<file path="config.mk">
export PLATFORM = sky130hd
export DESIGN_NAME = cache_refill
export DESIGN_NICKNAME = d
export VERILOG_FILES = /design/src/source/fetch_pkg.sv /design/src/source/cache_refill.sv
export VERILOG_INCLUDE_DIRS = /design/src /design/src/source
export SDC_FILE = /design/constraint.sdc
export NUM_CORES = 1
export LEC_CHECK = 0
export ABC_AREA = 1
export BUFFER_PORTS_ARGS = -buffer_cell sky130_fd_sc_hd__buf_4
export CAP_MARGIN = 20
export CELL_PAD_IN_SITES_DETAIL_PLACEMENT = 1
export CELL_PAD_IN_SITES_GLOBAL_PLACEMENT = 2
export CORE_MARGIN = 2
export CORE_UTILIZATION = 25
export CTS_CLUSTER_SIZE = 8
export DETAILED_ROUTE_END_ITERATION = 10
export PLACE_DENSITY_LB_ADDON = 0.1
export SLEW_MARGIN = 20
export SYNTH_ARGS = -nofsm -noshare
export SYNTH_HDL_FRONTEND = slang
export SYNTH_SLANG_ARGS = --single-unit
</file>
<file path="constraint.sdc">
create_clock -name clk_i -period 2.2 [get_ports clk_i]
set_input_delay 0.66 -clock clk_i [delete_from_list [all_inputs] [get_ports clk_i]]
set_output_delay 0.66 -clock clk_i [all_outputs]
set_load 0.03 [all_outputs]
</file>
<file path="src/source/fetch_cfg.svh">
`ifndef FETCH_CFG_SVH
`define FETCH_CFG_SVH

// cache geometry, each line holds four 32-bit words.
`define FETCH_CACHE_LINES 256

// backing memory size in lines, addressed by bits 13 to 4 of the byte address.
`define FETCH_MEM_LINES 1024

// cycles from a line read strobe to the line being valid.
`define FETCH_MEM_LATENCY 4

`endif

</file>
<file path="src/source/fetch_pkg.sv">
`default_nettype none

`include "fetch_cfg.svh"

package fetch_pkg;

    localparam int unsigned IDX_W      = $clog2(`FETCH_CACHE_LINES);
    localparam int unsigned TAG_W      = 32 - IDX_W - 4;
    localparam int unsigned MEM_LINE_W = $clog2(`FETCH_MEM_LINES);

    // byte address as the cache sees it.
    typedef struct packed {
        logic [TAG_W-1:0] tag;
        logic [IDX_W-1:0] index;
        logic [1:0]       word_sel;
        logic [1:0]       byte_off;
    } fetch_addr_t;

    // word 0 sits in the low 32 bits.
    typedef logic [3:0][31:0] cache_line_t;

    typedef struct packed {
        logic             valid;
        logic [IDX_W-1:0] index;
        logic [TAG_W-1:0] tag;
    } cache_lookup_t;

    typedef struct packed {
        logic             valid;
        logic [IDX_W-1:0] index;
        logic [TAG_W-1:0] tag;
        cache_line_t      line;
    } cache_fill_t;

    typedef struct packed {
        logic        valid;
        logic [31:0] pc;
        logic [31:0] instr;
    } fetch_out_t;

endpackage

`default_nettype wire

</file>
<file path="src/source/cache_refill.sv">
`timescale 1ns/1ps
`default_nettype none

module cache_refill
    import fetch_pkg::*;
(
    input  wire                   clk_i,
    input  wire                   rst_i,
    input  wire                   refill_req_i,
    input  wire fetch_addr_t      refill_addr_i,
    input  wire cache_line_t      line_i,
    input  wire                   line_valid_i,
    output logic                  rd_o,
    output logic [MEM_LINE_W-1:0] rd_line_o,
    output cache_fill_t           fill_o,
    output logic                  refill_done_o
);

    typedef enum logic [1:0] {
        ST_IDLE,
        ST_WAIT,
        ST_FILL
    } state_t;

    state_t state_q;

    logic [IDX_W-1:0]       index_q;
    logic [TAG_W-1:0]       tag_q;
    cache_line_t            line_q;
    logic [TAG_W+IDX_W-1:0] line_addr;

    // the memory line number is the low part of tag and index.
    assign line_addr = {refill_addr_i.tag, refill_addr_i.index};

    always_ff @(posedge clk_i) begin
        if (!rst_i) begin
            state_q <= ST_IDLE;
            rd_o    <= 1'b0;
        end else begin
            rd_o <= 1'b0;
            case (state_q)
                ST_IDLE: begin
                    if (refill_req_i) begin
                        rd_o    <= 1'b1;
                        state_q <= ST_WAIT;
                    end
                end
                ST_WAIT: begin
                    if (line_valid_i) begin
                        state_q <= ST_FILL;
                    end
                end
                ST_FILL: begin
                    state_q <= ST_IDLE;
                end
                default: begin
                    state_q <= ST_IDLE;
                end
            endcase
        end
    end

    always_ff @(posedge clk_i) begin
        if (state_q == ST_IDLE && refill_req_i) begin
            index_q   <= refill_addr_i.index;
            tag_q     <= refill_addr_i.tag;
            rd_line_o <= line_addr[MEM_LINE_W-1:0];
        end
        if (line_valid_i) begin
            line_q <= line_i;
        end
    end

    assign fill_o = '{valid: (state_q == ST_FILL), index: index_q, tag: tag_q, line: line_q};
    assign refill_done_o = (state_q == ST_FILL);

    // the fetch unit stalls until refill_done, so requests never overlap.
    req_when_idle_a : assert property (@(posedge clk_i) disable iff (!rst_i)
        refill_req_i |-> (state_q == ST_IDLE));

endmodule

`default_nettype wire

</file>
==> impl_summary.txt <==
----------------------------------------------------
[Pwr]
  Power per unit of standard cell area ... between 900 and 1000 mW/mm^2
  Reported leakage power ... about 3.5 nW
  Maximum resistive drop on vdd ... just under 0.5 mV

[Clock tree]
  Resize count post-CTS ... 0
  Level count of the clock H-tree ... 4
  Worst-case clock buffer depth ... 2
  Clk Tree Root Cell ... sky130_fd_sc_hd__clkbuf_16
  Sinks on the clock net ... around 160
  TritonCTS clock tree ... done
  Clk_lat worst skew ... around 0.41 ns
  Number of setup buffers added after CTS ... 0
  Post-CTS clock slew at the launch and capture registers of the worst setup and hold paths ... 0.07 ns
  Hold buffer count at CTS ... 0
  Cts bufs inserted ... 17

[Outcome]
  Outcome ... finished clean

[Detailed routing]
  ANT nets after route ... 0
  Via Count ... a little over 3000
  Routed wire length per instance ... about 18 um
  DRC violation total after the first TritonRoute iteration ... about 120
  Residual DRC ... 0
  Drt via density ... slightly below 4
  TritonRoute pass-1 iters ... 4
  Routed wire length ... ~14 mm

[Synth]
  Mean cell area of the mapped netlist ... 26.45 um^2
  Library cell occupying the most area in the post-synthesis netlist ... sky130_fd_sc_hd__edfxtp_1
  Arithmetic-cell share of the synthesized area counting full adders, half adders and majority gates ... 0%
  Post-synthesis xor/xnor area fraction ... 0%
  Syn Inst Count ... 185
  Dominant combinational cell family by area after synthesis ... buffers and inverters
  Area share of and/or/nand/nor cells after synthesis ... less than 1%
  Number of unique standard cell types used by synthesis ... 10
  Total standard cell area after synthesis ... slightly below 0.005 mm^2
  Net count after synthesis ... ~350
  Dominant cells by area after synthesis ... sky130_fd_sc_hd__edfxtp_1 (96%), sky130_fd_sc_hd__buf_4 (1.7%), sky130_fd_sc_hd__dfxtp_1 (1.2%)
  Mux contribution to synthesized area ... 0%
  Compound-cell area share of the yosys netlist ... 0%
  Area fraction of the dominant cell type after synthesis ... between 90% and 100%
  FF+latch count, synth ... 159
  Post-synthesis sequential area ratio ... roughly 97%
  Ys Warns ... 0

[Worst setup path]
  Gate family responsible for the most delay along the worst path ... flip-flops
  Critical path cell sequence ... inv_1, nor2_1, buf_4
  Stages on worst setup path ... 3
  Endpoint kind of the worst setup timing path ... primary output
  Signal arrival time at the worst endpoint ... 1.18 ns
  Critical path destination ... refill_done_o
  Category of the most critical setup path ... flop to primary output
  Critical-path top delay cell ... sky130_fd_sc_hd__dfxtp_1
  Count of cells along the worst register-to-register path ... 4
  Category of the worst setup path launch point ... flop
  Count of buffer and inverter cells on the critical path ... 2
  Setup slack of the most critical reg-to-reg path ... approximately 0.90 ns
  Critical path peak fanout ... 3
  Required time at the endpoint of the critical path ... approximately 1.5 ns
  Capture instance of the worst register-to-register path ... tag_q[1]
  Critical path launch point ... state_q[1]
  Reg-to-reg startpoint ... state_q[0]
  Slowest stage delay, CP ... around 0.37 ns

[Global route]
  Number of global-route vias before repair ... about 3300
  Maximum number of pins on one net before global-route repair ... 73
  Total gr overflow ... 0
  Number of antenna violations at the first check in global routing ... 0
  Overall fraction of global-route tracks in use ... 13.34%
  Wire length of the first global-routing pass ... 19.64 mm

[Floorplanning]
  Num ports ... 333
  Number of placement rows ... a little over 50
  Initial standard-cell utilization of the core ... between 20% and 30%
  Std-Cell Core Area ... 0.01933 mm^2
  DIE AREA ... roughly 0.021 mm^2
  Die height ... around 140 um
  Die W ... ~140 um

[Timing]
  Number of endpoints with negative hold slack in the final report ... 0
  Final worst-path cycle share ... a little over four fifths
  Highest achievable clock rate ... roughly 540 MHz
  Worst hold margin ... 0.4164 ns
  Final Slew Violations ... 0
  Max_slew headroom ... about 72%
  Final-report setup violation count ... 0
  Final worst clock skew ... between 0.0015 and 0.002 ns
  Total negative setup slack ... 0 ns
  Setup repair after global routing missed its margin ... no
  Final period demand of the worst path ... 1.842 ns
  Worst-margin pin slew ... about 0.42 ns

[Place]
  Post-detailed-placement half-perimeter wirelength ... roughly 11 mm
  Cell Area, Placed ... 0.007652 mm^2
  Final weighted congestion of routability-driven global placement ... a little under 0.7
  IO Port Bufs ... between 300 and 400

[Job]
  Number of max-cap violations ... 0

[Finish]
  Synth-to-layout area growth ... 68.81%
  Most frequent standard cell in the layout excluding fill and tap cells ... sky130_fd_sc_hd__buf_4
  Fillers ... about 2000
  N_diodes ... 0
  Share of post-route cells with drive strength above 1 ... 67.97%
  Final-stage net count ... between 600 and 700
  Cell area after layout ... between 0.008 and 0.009 mm^2
  Commonest non-fill, non-tap cells in the layout ... sky130_fd_sc_hd__buf_4 (329), sky130_fd_sc_hd__edfxtp_1 (156), sky130_fd_sc_hd__clkbuf_16 (17)

[Hold path]
  Worst min-delay path class ... input pin to flop

----------------------------------------------------
-- through the flow --
step	instances	setup slack (ns)	util (%)	total power, mW
floorplan	185	0.4471	-	4.259
global placement	770	0.6665	39.58	4.905
detailed placement	770	0.6439	39.58	4.921
CTS	802	0.3058	42.72	7.994
global route	802	0.2391	42.72	8.157
finish	802	0.3582	42.72	7.873
-- cells in the mapped netlist, drive strengths merged --
library cell and n:
edfxtp 156, buf 11, inv 5, nor2 5, dfxtp 3, nand2 3, nand3 2
-- how the worst min path moves through the flow --
stage / to / start / cells after the start / slack, ns
after global placement: state_q[1] / state_q[0] / 2 / 0.50
after global routing: fill_o[56] / line_i[56] / 1 / 0.39
after floorplan: state_q[1] / state_q[0] / 2 / 0.48
final: fill_o[0] / line_i[0] / 1 / 0.42
after detailed placement: state_q[1] / state_q[0] / 2 / 0.51
after CTS: fill_o[55] / line_i[55] / 1 / 0.39
-- power by group --
part,switching [mW],internal (mW)
sequential,0.0725,3.59
clock,1.24,1.80
combinational,0.699,0.471
-- final cells by class --
class	instances	area, um^2	area share, %
Clock buffer	17	425.4	5.150
Tap cell	265	331.6	4.014
Inverter	5	18.77	0.2272
Sequential cell	159	4745	57.44
Clock inverter	15	182.7	2.211
Timing Repair Buffer	331	2510	30.38
Multi-Input combinational cell	10	47.55	0.5756
-- state kept, by name, summed over array words and instances (netlist names) --
register and cells:
rd_line_o 9, fill_o 128, rd_o 1, state_q 2, tag_q 19
-- logic make-up after synthesis --
logic type | count (synthesis)
DFF | 159
buffers and inverters | 16
and+or+nand+nor | 10
-- layer usage --
layer / vias up / wire length, um / part of all wire [%] / GRT usage [%]
met3: 14 / 1898 / 13 / 6.931
met1: 1498 / 4632 / 32 / 12.91
met5: - / 0 / 0 / 0
li1: 1396 / - / - / -
met4: 0 / 250 / 1.7 / 5.573
met2: 208 / 7623 / 53 / 23.76
No activity file was read; power rests on OpenSTA's default activity.
