### config.mk
export PLATFORM = sky130hd
export DESIGN_NAME = fetch_unit
export DESIGN_NICKNAME = d
export VERILOG_FILES = /design/src/source/fetch_pkg.sv /design/src/source/fetch_unit.sv
export VERILOG_INCLUDE_DIRS = /design/src /design/src/source
export SDC_FILE = /design/constraint.sdc
export NUM_CORES = 1
export LEC_CHECK = 0
export BUFFER_PORTS_ARGS = -buffer_cell sky130_fd_sc_hd__buf_2
export CORE_ASPECT_RATIO = 0.5
export CORE_MARGIN = 2
export CORE_UTILIZATION = 55
export DETAILED_ROUTE_END_ITERATION = 10
export MAX_ROUTING_LAYER = met4
export PLACE_DENSITY_LB_ADDON = 0.2
export SLEW_MARGIN = 5
export SYNTH_ARGS = -nofsm -noshare
export SYNTH_HDL_FRONTEND = slang
export SYNTH_SLANG_ARGS = --single-unit
### constraint.sdc
create_clock -name clk_i -period 8.6 [get_ports clk_i]
set_input_delay 0.86 -clock clk_i [delete_from_list [all_inputs] [get_ports clk_i]]
set_output_delay 0.86 -clock clk_i [all_outputs]
set_load 0.02 [all_outputs]
### src/source/fetch_cfg.svh
`ifndef FETCH_CFG_SVH
`define FETCH_CFG_SVH

// cache geometry, each line holds four 32-bit words.
`define FETCH_CACHE_LINES 256

// backing memory size in lines, addressed by bits 13 to 4 of the byte address.
`define FETCH_MEM_LINES 1024

// cycles from a line read strobe to the line being valid.
`define FETCH_MEM_LATENCY 4

`endif

### src/source/fetch_pkg.sv
`default_nettype none

`include "fetch_cfg.svh"

package fetch_pkg;

    localparam int unsigned IDX_W      = $clog2(`FETCH_CACHE_LINES);
    localparam int unsigned TAG_W      = 32 - IDX_W - 4;
    localparam int unsigned MEM_LINE_W = $clog2(`FETCH_MEM_LINES);

    // byte address as the cache sees it.
    typedef struct packed {
        logic [TAG_W-1:0] tag;
        logic [IDX_W-1:0] index;
        logic [1:0]       word_sel;
        logic [1:0]       byte_off;
    } fetch_addr_t;

    // word 0 sits in the low 32 bits.
    typedef logic [3:0][31:0] cache_line_t;

    typedef struct packed {
        logic             valid;
        logic [IDX_W-1:0] index;
        logic [TAG_W-1:0] tag;
    } cache_lookup_t;

    typedef struct packed {
        logic             valid;
        logic [IDX_W-1:0] index;
        logic [TAG_W-1:0] tag;
        cache_line_t      line;
    } cache_fill_t;

    typedef struct packed {
        logic        valid;
        logic [31:0] pc;
        logic [31:0] instr;
    } fetch_out_t;

endpackage

`default_nettype wire

### src/source/fetch_unit.sv
`timescale 1ns/1ps
`default_nettype none

`include "fetch_cfg.svh"

module fetch_unit
    import fetch_pkg::*;
(
    input  wire                  clk_i,
    input  wire                  rst_i,
    input  wire                  start_i,
    input  wire [31:0]           start_pc_i,
    input  wire [15:0]           count_i,
    input  wire [31:0]           word_i,
    input  wire                  hit_i,
    input  wire                  refill_done_i,
    output cache_lookup_t        lookup_o,
    output logic [1:0]           word_sel_o,
    output logic                 refill_req_o,
    output fetch_addr_t          refill_addr_o,
    output fetch_out_t           fetch_o,
    output logic                 busy_o
);

    typedef enum logic [1:0] {
        ST_IDLE,
        ST_RUN,
        ST_MISS
    } state_t;

    state_t state_q;

    logic [31:0] issue_pc_q;
    logic [31:0] resp_pc_q;
    logic        resp_valid_q;
    logic [15:0] issue_left_q;
    logic [15:0] retire_left_q;

    fetch_addr_t issue_addr;
    logic        hit_now;
    logic        miss_now;
    logic        issue_now;

    assign issue_addr = issue_pc_q;

    // the cache answers the lookup issued in the previous cycle.
    assign hit_now  = resp_valid_q && hit_i;
    assign miss_now = resp_valid_q && !hit_i;

    // on a miss the lookup that would follow it is dropped.
    assign issue_now = (state_q == ST_RUN) && (issue_left_q != '0) && !miss_now;

    assign lookup_o   = '{valid: issue_now, index: issue_addr.index, tag: issue_addr.tag};
    assign word_sel_o = issue_addr.word_sel;

    assign refill_req_o  = miss_now;
    assign refill_addr_o = resp_pc_q;

    assign fetch_o = '{valid: hit_now, pc: resp_pc_q, instr: word_i};
    assign busy_o  = (state_q != ST_IDLE);

    always_ff @(posedge clk_i) begin
        if (!rst_i) begin
            state_q       <= ST_IDLE;
            resp_valid_q  <= 1'b0;
            issue_left_q  <= '0;
            retire_left_q <= '0;
        end else begin
            resp_valid_q <= issue_now;
            case (state_q)
                ST_IDLE: begin
                    if (start_i && count_i != '0) begin
                        state_q       <= ST_RUN;
                        issue_left_q  <= count_i;
                        retire_left_q <= count_i;
                    end
                end
                ST_RUN: begin
                    if (issue_now) begin
                        issue_left_q <= issue_left_q - 1'b1;
                    end
                    if (miss_now) begin
                        // replay restarts issue from the missed word.
                        state_q      <= ST_MISS;
                        issue_left_q <= retire_left_q;
                    end else if (hit_now) begin
                        retire_left_q <= retire_left_q - 1'b1;
                        if (retire_left_q == 16'd1) begin
                            state_q <= ST_IDLE;
                        end
                    end
                end
                ST_MISS: begin
                    if (refill_done_i) begin
                        state_q <= ST_RUN;
                    end
                end
                default: begin
                    state_q <= ST_IDLE;
                end
            endcase
        end
    end

    always_ff @(posedge clk_i) begin
        if (state_q == ST_IDLE && start_i) begin
            issue_pc_q <= start_pc_i;
        end else if (miss_now) begin
            issue_pc_q <= resp_pc_q;
        end else if (issue_now) begin
            issue_pc_q <= issue_pc_q + 32'd4;
        end
        if (issue_now) begin
            resp_pc_q <= issue_pc_q;
        end
    end

    // the refill path answers a miss after the memory latency plus two cycles.
    refill_latency_a : assert property (@(posedge clk_i) disable iff (!rst_i)
        refill_req_o |-> ##(`FETCH_MEM_LATENCY + 2) refill_done_i);

endmodule

`default_nettype wire

==> flow_summary.toml, run 1 <==
[run_status]
outcome = "completed"

[synth]
ys_types = 57
synth_nets = 755
netlist_top_cells_area = "edfxtp_1, buf_4, dfxtp_1"
syn_inst = 666
ys_seq_area_share_pct = 43.4
synth_top_area_share_pct = 31.8
synth-main-ff-cell = "edfxtp_1"
async_reset_ff_share_pct = 0
ys_ff_latch = 99
avgSynthCellArea_um2 = 9.08
synth_largest_area_cell = "edfxtp_1"
synth_edf_count = 64
post_synth_instance_area_um2 = 6050
ys_warn_count = 0

[grt]
overflow = 0
grt_pass1_vias = 4725
antenna_found_initial = 0
grt_first_pass_wirelength_um = 24500
grt_max_degree = 46
globalRouteTotalUtil_pct = 26.2

[cts]
post_cts_buffers = 0
postCtsHoldBufs = 0
clockRootBuffer = "clkbuf_16"
clockBufferDepth = 2
cts_tree = "built"
numCtsBuffers = 9
htree_levels = 3
clock-sinks = 99
insertion_delay_ns = 0.36
cts_resized = 0
cts.clk_slew.worst_paths_ns = 0.08

[floorplanning]
pin_count = 215
core_um2 = 10400
num_rows = 26
initial_utilization_pct = 57.9
die_w_um = 152
die_y_um = 78.1
die_area_um2 = 11900

[sta]
min_period_over_period_pct = 45.7
tightest_slew_ns = 1.23
rsz0062_at_grt = "no"
holdWs_ns = 0.445
fmax_mhz = 255
tns_ns = 0
final_hold_viol_count = 0
fin_crit_ns = 3.93
final-setup-viol-count = 0
fin_skew_ns = 0.0111
relSlewSlack_pct = 17.7
slew_violations = 0

[pwr]
totalPowerFinal_uw = 1440
p_leak_uw = 0.00260
power.density_nw_per_um2 = 222
peakVddDrop_uv = 127

[run]
drv_cap = 0

[hold_path]
hp-class = "reg2reg"

[critical_path]
path_common_cell = "buf_2"
cp-end-kind = "primary output"
cp_cell_sequence = "buf_2 > nand2b_2 > nand2_1 > nor2_4 > buf_4 > buf_2"
critPathRequiredTime_ns = 7.74
max_stage_delay_ns = 0.74
cpMaxStageDelayCell = "nand2b_2"
worst_setup_path_start_kind = "input pin"
crit_path_max_fanout = 42
crit_arrival_ns = 3.07
critPathKind = "in2out"

[placed_design]
placed_area_um2 = 6190
portBuffers = 150
gp_congestion = 0.886
dp.final_hpwl_um = 10700

[detailed_routing]
routed_wl_um = 15500
routed_via_density = 6.03
drt-pass1-iter-count = 5
ant_nets = 0
vias = 5114
drtIter0Drc = 388
drc = 0
post_drt_wl_per_cell_um = 18.3

[layout]
diodes = 0
area_growth_pct = 7.14
fillers = 929
drive_above_1_share_pct = 27.1
final_area_um2 = 6480
final_net_count = 792
-- placed cells by master, fill, tap and decap left out, types with 3 or more instances in the layout --
| cell type | Yosys | final |
|---|---|---|
| a22oi_1 | 6 | 6 |
| inv_1 | 8 | 8 |
| nor3_1 | 16 | 16 |
| nor4_1 | 7 | 7 |
| or3_1 | 7 | 7 |
| o22ai_1 | 3 | 3 |
| or4_1 | 7 | 7 |
| xnor2_1 | 19 | 19 |
| and4_1 | 4 | 4 |
| o21a_1 | 4 | 4 |
| o31ai_1 | 10 | 10 |
| o41ai_1 | 3 | 3 |
| nand2b_1 | 7 | 6 |
| clkbuf_16 | 0 | 9 |
| edfxtp_1 | 64 | 64 |
| nor2_1 | 59 | 57 |
| o211ai_1 | 11 | 11 |
| and3_1 | 6 | 6 |
| a21oi_1 | 46 | 46 |
| nand3_1 | 24 | 24 |
| a21o_1 | 4 | 4 |
| mux2i_1 | 8 | 8 |
| xor2_1 | 14 | 14 |
| nand4_1 | 10 | 10 |
| o21ai_0 | 54 | 53 |
| ha_1 | 4 | 4 |
| a31oi_1 | 5 | 4 |
| a211oi_1 | 6 | 6 |
| dfxtp_1 | 35 | 35 |
| buf_4 | 96 | 8 |
| or2_2 | 3 | 3 |
| buf_2 | 4 | 150 |
| nand2_1 | 51 | 51 |
-- through the flow --
stage,utilization [%],cells,setup WS (ns)
2_1_floorplan,-,666,4.67
3_3_place_gp,59.3,832,4.71
3_5_place_dp,59.3,832,4.69
4_1_cts,62.0,848,4.68
5_1_grt,62.0,848,4.51
6_report,62.0,848,4.67
-- path summary, 6_finish.rpt --
| path | from | to | slack (ns) | cells after the start |
|---|---|---|---|---|
| setup / recovery | hit_i | lookup_o[28] | 4.67 | 6 |
| hold / removal | issue_addr[1] | refill_addr_o[1] | 0.44 | 0 |
| setup reg to reg | resp_valid_q | issue_addr[10] | 5.53 | 6 |
| hold reg to reg | issue_addr[1] | refill_addr_o[1] | 0.44 | 0 |
-- sequential cells by signal, summed over array words and instances, names as in the netlist --
register,count
state_q,2
refill_addr_o,32
retire_left_q,16
issue_addr,32
resp_valid_q,1
issue_left_q,16
-- power by group --
| group | internal (uW) | total (uW) | leakage [uW] | switching [uW] |
|---|---|---|---|---|
| combinational | 134 | 376 | 0.00155 | 242 |
| sequential | 587 | 659 | 0.000906 | 72.6 |
| clock | 203 | 400 | 0.000138 | 197 |
| total | 924 | 1440 | 0.00260 | 512 |
-- area by class of cell --
class / count / area (um2) / share of cell area, %
Clock buffer: 10 / 229 / 3.53
Sequential cell: 99 / 2620 / 40.5
Multi-Input combinational cell: 426 / 2550 / 39.4
Clock inverter: 6 / 56.3 / 0.869
Tap cell: 140 / 175 / 2.70
Inverter: 9 / 33.8 / 0.522
Timing Repair Buffer: 158 / 811 / 12.5
-- routing by layer --
metal  wire length [um]  part of all wire, %  up-vias  GRT usage (%)
met1               6730                   43     2451           33.7
met5                  0                    0        -              -
met4                316                  2.0        0           8.41
met2               7330                   47      240           42.1
li1                   -                    -     2390              -
met3               1160                  7.5       33           5.52
-- cells in the mapped netlist, types with 3 or more instances --
cell type / number
buf_4: 96
edfxtp_1: 64
nor2_1: 59
o21ai_0: 54
nand2_1: 51
a21oi_1: 46
dfxtp_1: 35
clkbuf_1: 28
nand3_1: 24
xnor2_1: 19
nor3_1: 16
xor2_1: 14
o211ai_1: 11
nand4_1: 10
o31ai_1: 10
inv_1: 8
mux2i_1: 8
nand2b_1: 7
nor4_1: 7
or3_1: 7
or4_1: 7
a211oi_1: 6
a22oi_1: 6
and3_1: 6
a31oi_1: 5
a21o_1: 4
and4_1: 4
buf_2: 4
ha_1: 4
o21a_1: 4
buf_1: 3
o22ai_1: 3
o41ai_1: 3
or2_2: 3
-- cell families (layout without fill, tap and decap cells) --
family	count (synthesis)	in the layout	synth area share (%)
compound gates	167	167	17.1
mux	8	8	1.32
buf+inv	141	183	14.9
xor+xnor	33	33	4.78
simple gates	214	214	17.7
flops	99	99	43.4
fa+ha+maj	4	4	0.828
-- worst max-delay path, delay by kind of cell --
family | cells | cell delay [ns]
buf+inv | 3 | 0.75
simple gates | 3 | 1.42
Note: power is estimated with default switching activity, not from simulation.
==> run 2: changes to the inputs <==
--- a/config.mk
+++ b/config.mk
@@ -9,7 +9,7 @@
 export BUFFER_PORTS_ARGS = -buffer_cell sky130_fd_sc_hd__buf_2
 export CORE_ASPECT_RATIO = 0.5
 export CORE_MARGIN = 2
-export CORE_UTILIZATION = 55
+export CORE_UTILIZATION = 46
 export DETAILED_ROUTE_END_ITERATION = 10
 export MAX_ROUTING_LAYER = met4
 export PLACE_DENSITY_LB_ADDON = 0.2
==> constraint.sdc (replaced) <==
create_clock -name clk_i -period 3.29 [get_ports clk_i]
set_input_delay 0.329 -clock clk_i [delete_from_list [all_inputs] [get_ports clk_i]]
set_output_delay 0.329 -clock clk_i [all_outputs]
set_load 0.02 [all_outputs]
==> run 2 against run 1 <==
  * First-iteration DRC count up 5.4%
  * Worst setup slack worse by 4.4 ns
  * Utilization down 10 points
  * Clock skew up 0.0027 ns
  * Clock power rose to 2.7 times the previous value
  * Clock-buffer cell count down 1
  * Wire length up 5.0%
  * Final area up 1.6%
  * Die area up 19%
  * Global-route usage down 2.7 points
  * Largest power group unchanged
==> flow_summary.toml, run 2 (synthesis gave the netlist of run 1 again) <==
[sta]
min_period_over_period_pct = 92.3
fmax_mhz = 329
final_hold_viol_count = 0
slew_violations = 0
final-setup-viol-count = 0
relSlewSlack_pct = 30.1
rsz0062_at_grt = "no"
tightest_slew_ns = 1.05
fin_skew_ns = 0.0137
tns_ns = 0
fin_crit_ns = 3.04

[critical_path]
crit_arrival_ns = 2.71
cp-end-kind = "primary output"
critPathKind = "reg2out"
critPathRequiredTime_ns = 2.96
worst_setup_path_start_kind = "register"
crit_path_max_fanout = 33

[layout]
fin_util_pct = 51.7
final_common_cell = "buf_2"
diodes = 0
layout_common_cells = "buf_2, edfxtp_1, nor2_1"
area_growth_pct = 8.88
final_net_count = 798
drive_above_1_share_pct = 27.9
final_area_um2 = 6580

[run]
drv_cap = 0

[cts]
htree_levels = 3
cts_tree = "built"
clock-sinks = 99
postCtsHoldBufs = 0
cts_resized = 0
clockBufferDepth = 2
clockRootBuffer = "clkbuf_16"
numCtsBuffers = 9
cts.clk_slew.worst_paths_ns = 0.08
insertion_delay_ns = 0.35
post_cts_buffers = 0

[detailed_routing]
vias = 4989
post_drt_wl_per_cell_um = 18.5
routed_wl_um = 16300
drtIter0Drc = 409
drt-pass1-iter-count = 5
routed_via_density = 5.64
drc = 0
ant_nets = 0

[floorplanning]
num_rows = 29
die_area_um2 = 14100
die_w_um = 166
initial_utilization_pct = 47.5
core_um2 = 12700
die_y_um = 85.1
pin_count = 215

[grt]
grt_first_pass_wirelength_um = 25500
globalRouteTotalUtil_pct = 23.5
antenna_found_initial = 0
grt_max_degree = 44
overflow = 0
grt_pass1_vias = 4627

[pwr]
peakVddDrop_uv = 263
p_leak_uw = 0.00264
power.density_nw_per_um2 = 575
totalPowerFinal_uw = 3780

[placed_design]
dp.final_hpwl_um = 11300
portBuffers = 150
placed_area_um2 = 6290
gp_congestion = 0.871

[run_status]
outcome = "completed"

[hold_path]
hp-class = "in2reg"
[run 2: power by group]
part / switching, uW / internal (uW) / leakage (uW)
clock: 531 / 537 / 0.000147
combinational: 636 / 356 / 0.00158
sequential: 189 / 1530 / 0.000906
[run 2: stage by stage]
stage               hold WS, ns  worst slack (ns)  cells
finish                    0.232             0.254    884
global route              0.237             0.119    884
CTS                       0.221             0.252    884
detailed placement        0.415             0.605    868
global placement          0.404             0.675    868
floorplan                 0.400             0.236    666
[run 2: final cells by class]
type | instances | area [um2]
Inverter | 9 | 33.8
Sequential cell | 99 | 2620
Multi-Input combinational cell | 426 | 2560
Tap cell | 170 | 213
Clock buffer | 9 | 225
Fill cell | 1188 | 6150
Clock inverter | 7 | 70.1
Timing Repair Buffer | 164 | 856
[run 2: metal layers]
metal	up-vias	GRT usage, %	wire length (um)
met1	2346	32.8	7650
met4	0	5.69	144
met2	229	35.0	7210
met5	-	-	0
met3	18	5.27	1310
li1	2396	-	-
[run 2: worst max-delay path: stages (launching register included)]
cell     delay (ns)
dfxtp_1        0.32
inv_1          0.11
ha_1           0.20
or3b_2         0.50
or2_2          0.40
nor3_4         0.30
nor2_4         0.26
buf_2          0.24
[run 2: path summary, 6_finish.rpt]
path / startpoint / end / slack (ns) / cells after the start
min reg2reg: issue_addr[1] / refill_addr_o[1] / 0.43 / 0
min: start_pc_i[1] / issue_addr[1] / 0.23 / 3
max: issue_left_q[0] / lookup_o[28] / 0.25 / 7
max reg2reg: issue_left_q[0] / issue_left_q[10] / 0.57 / 9
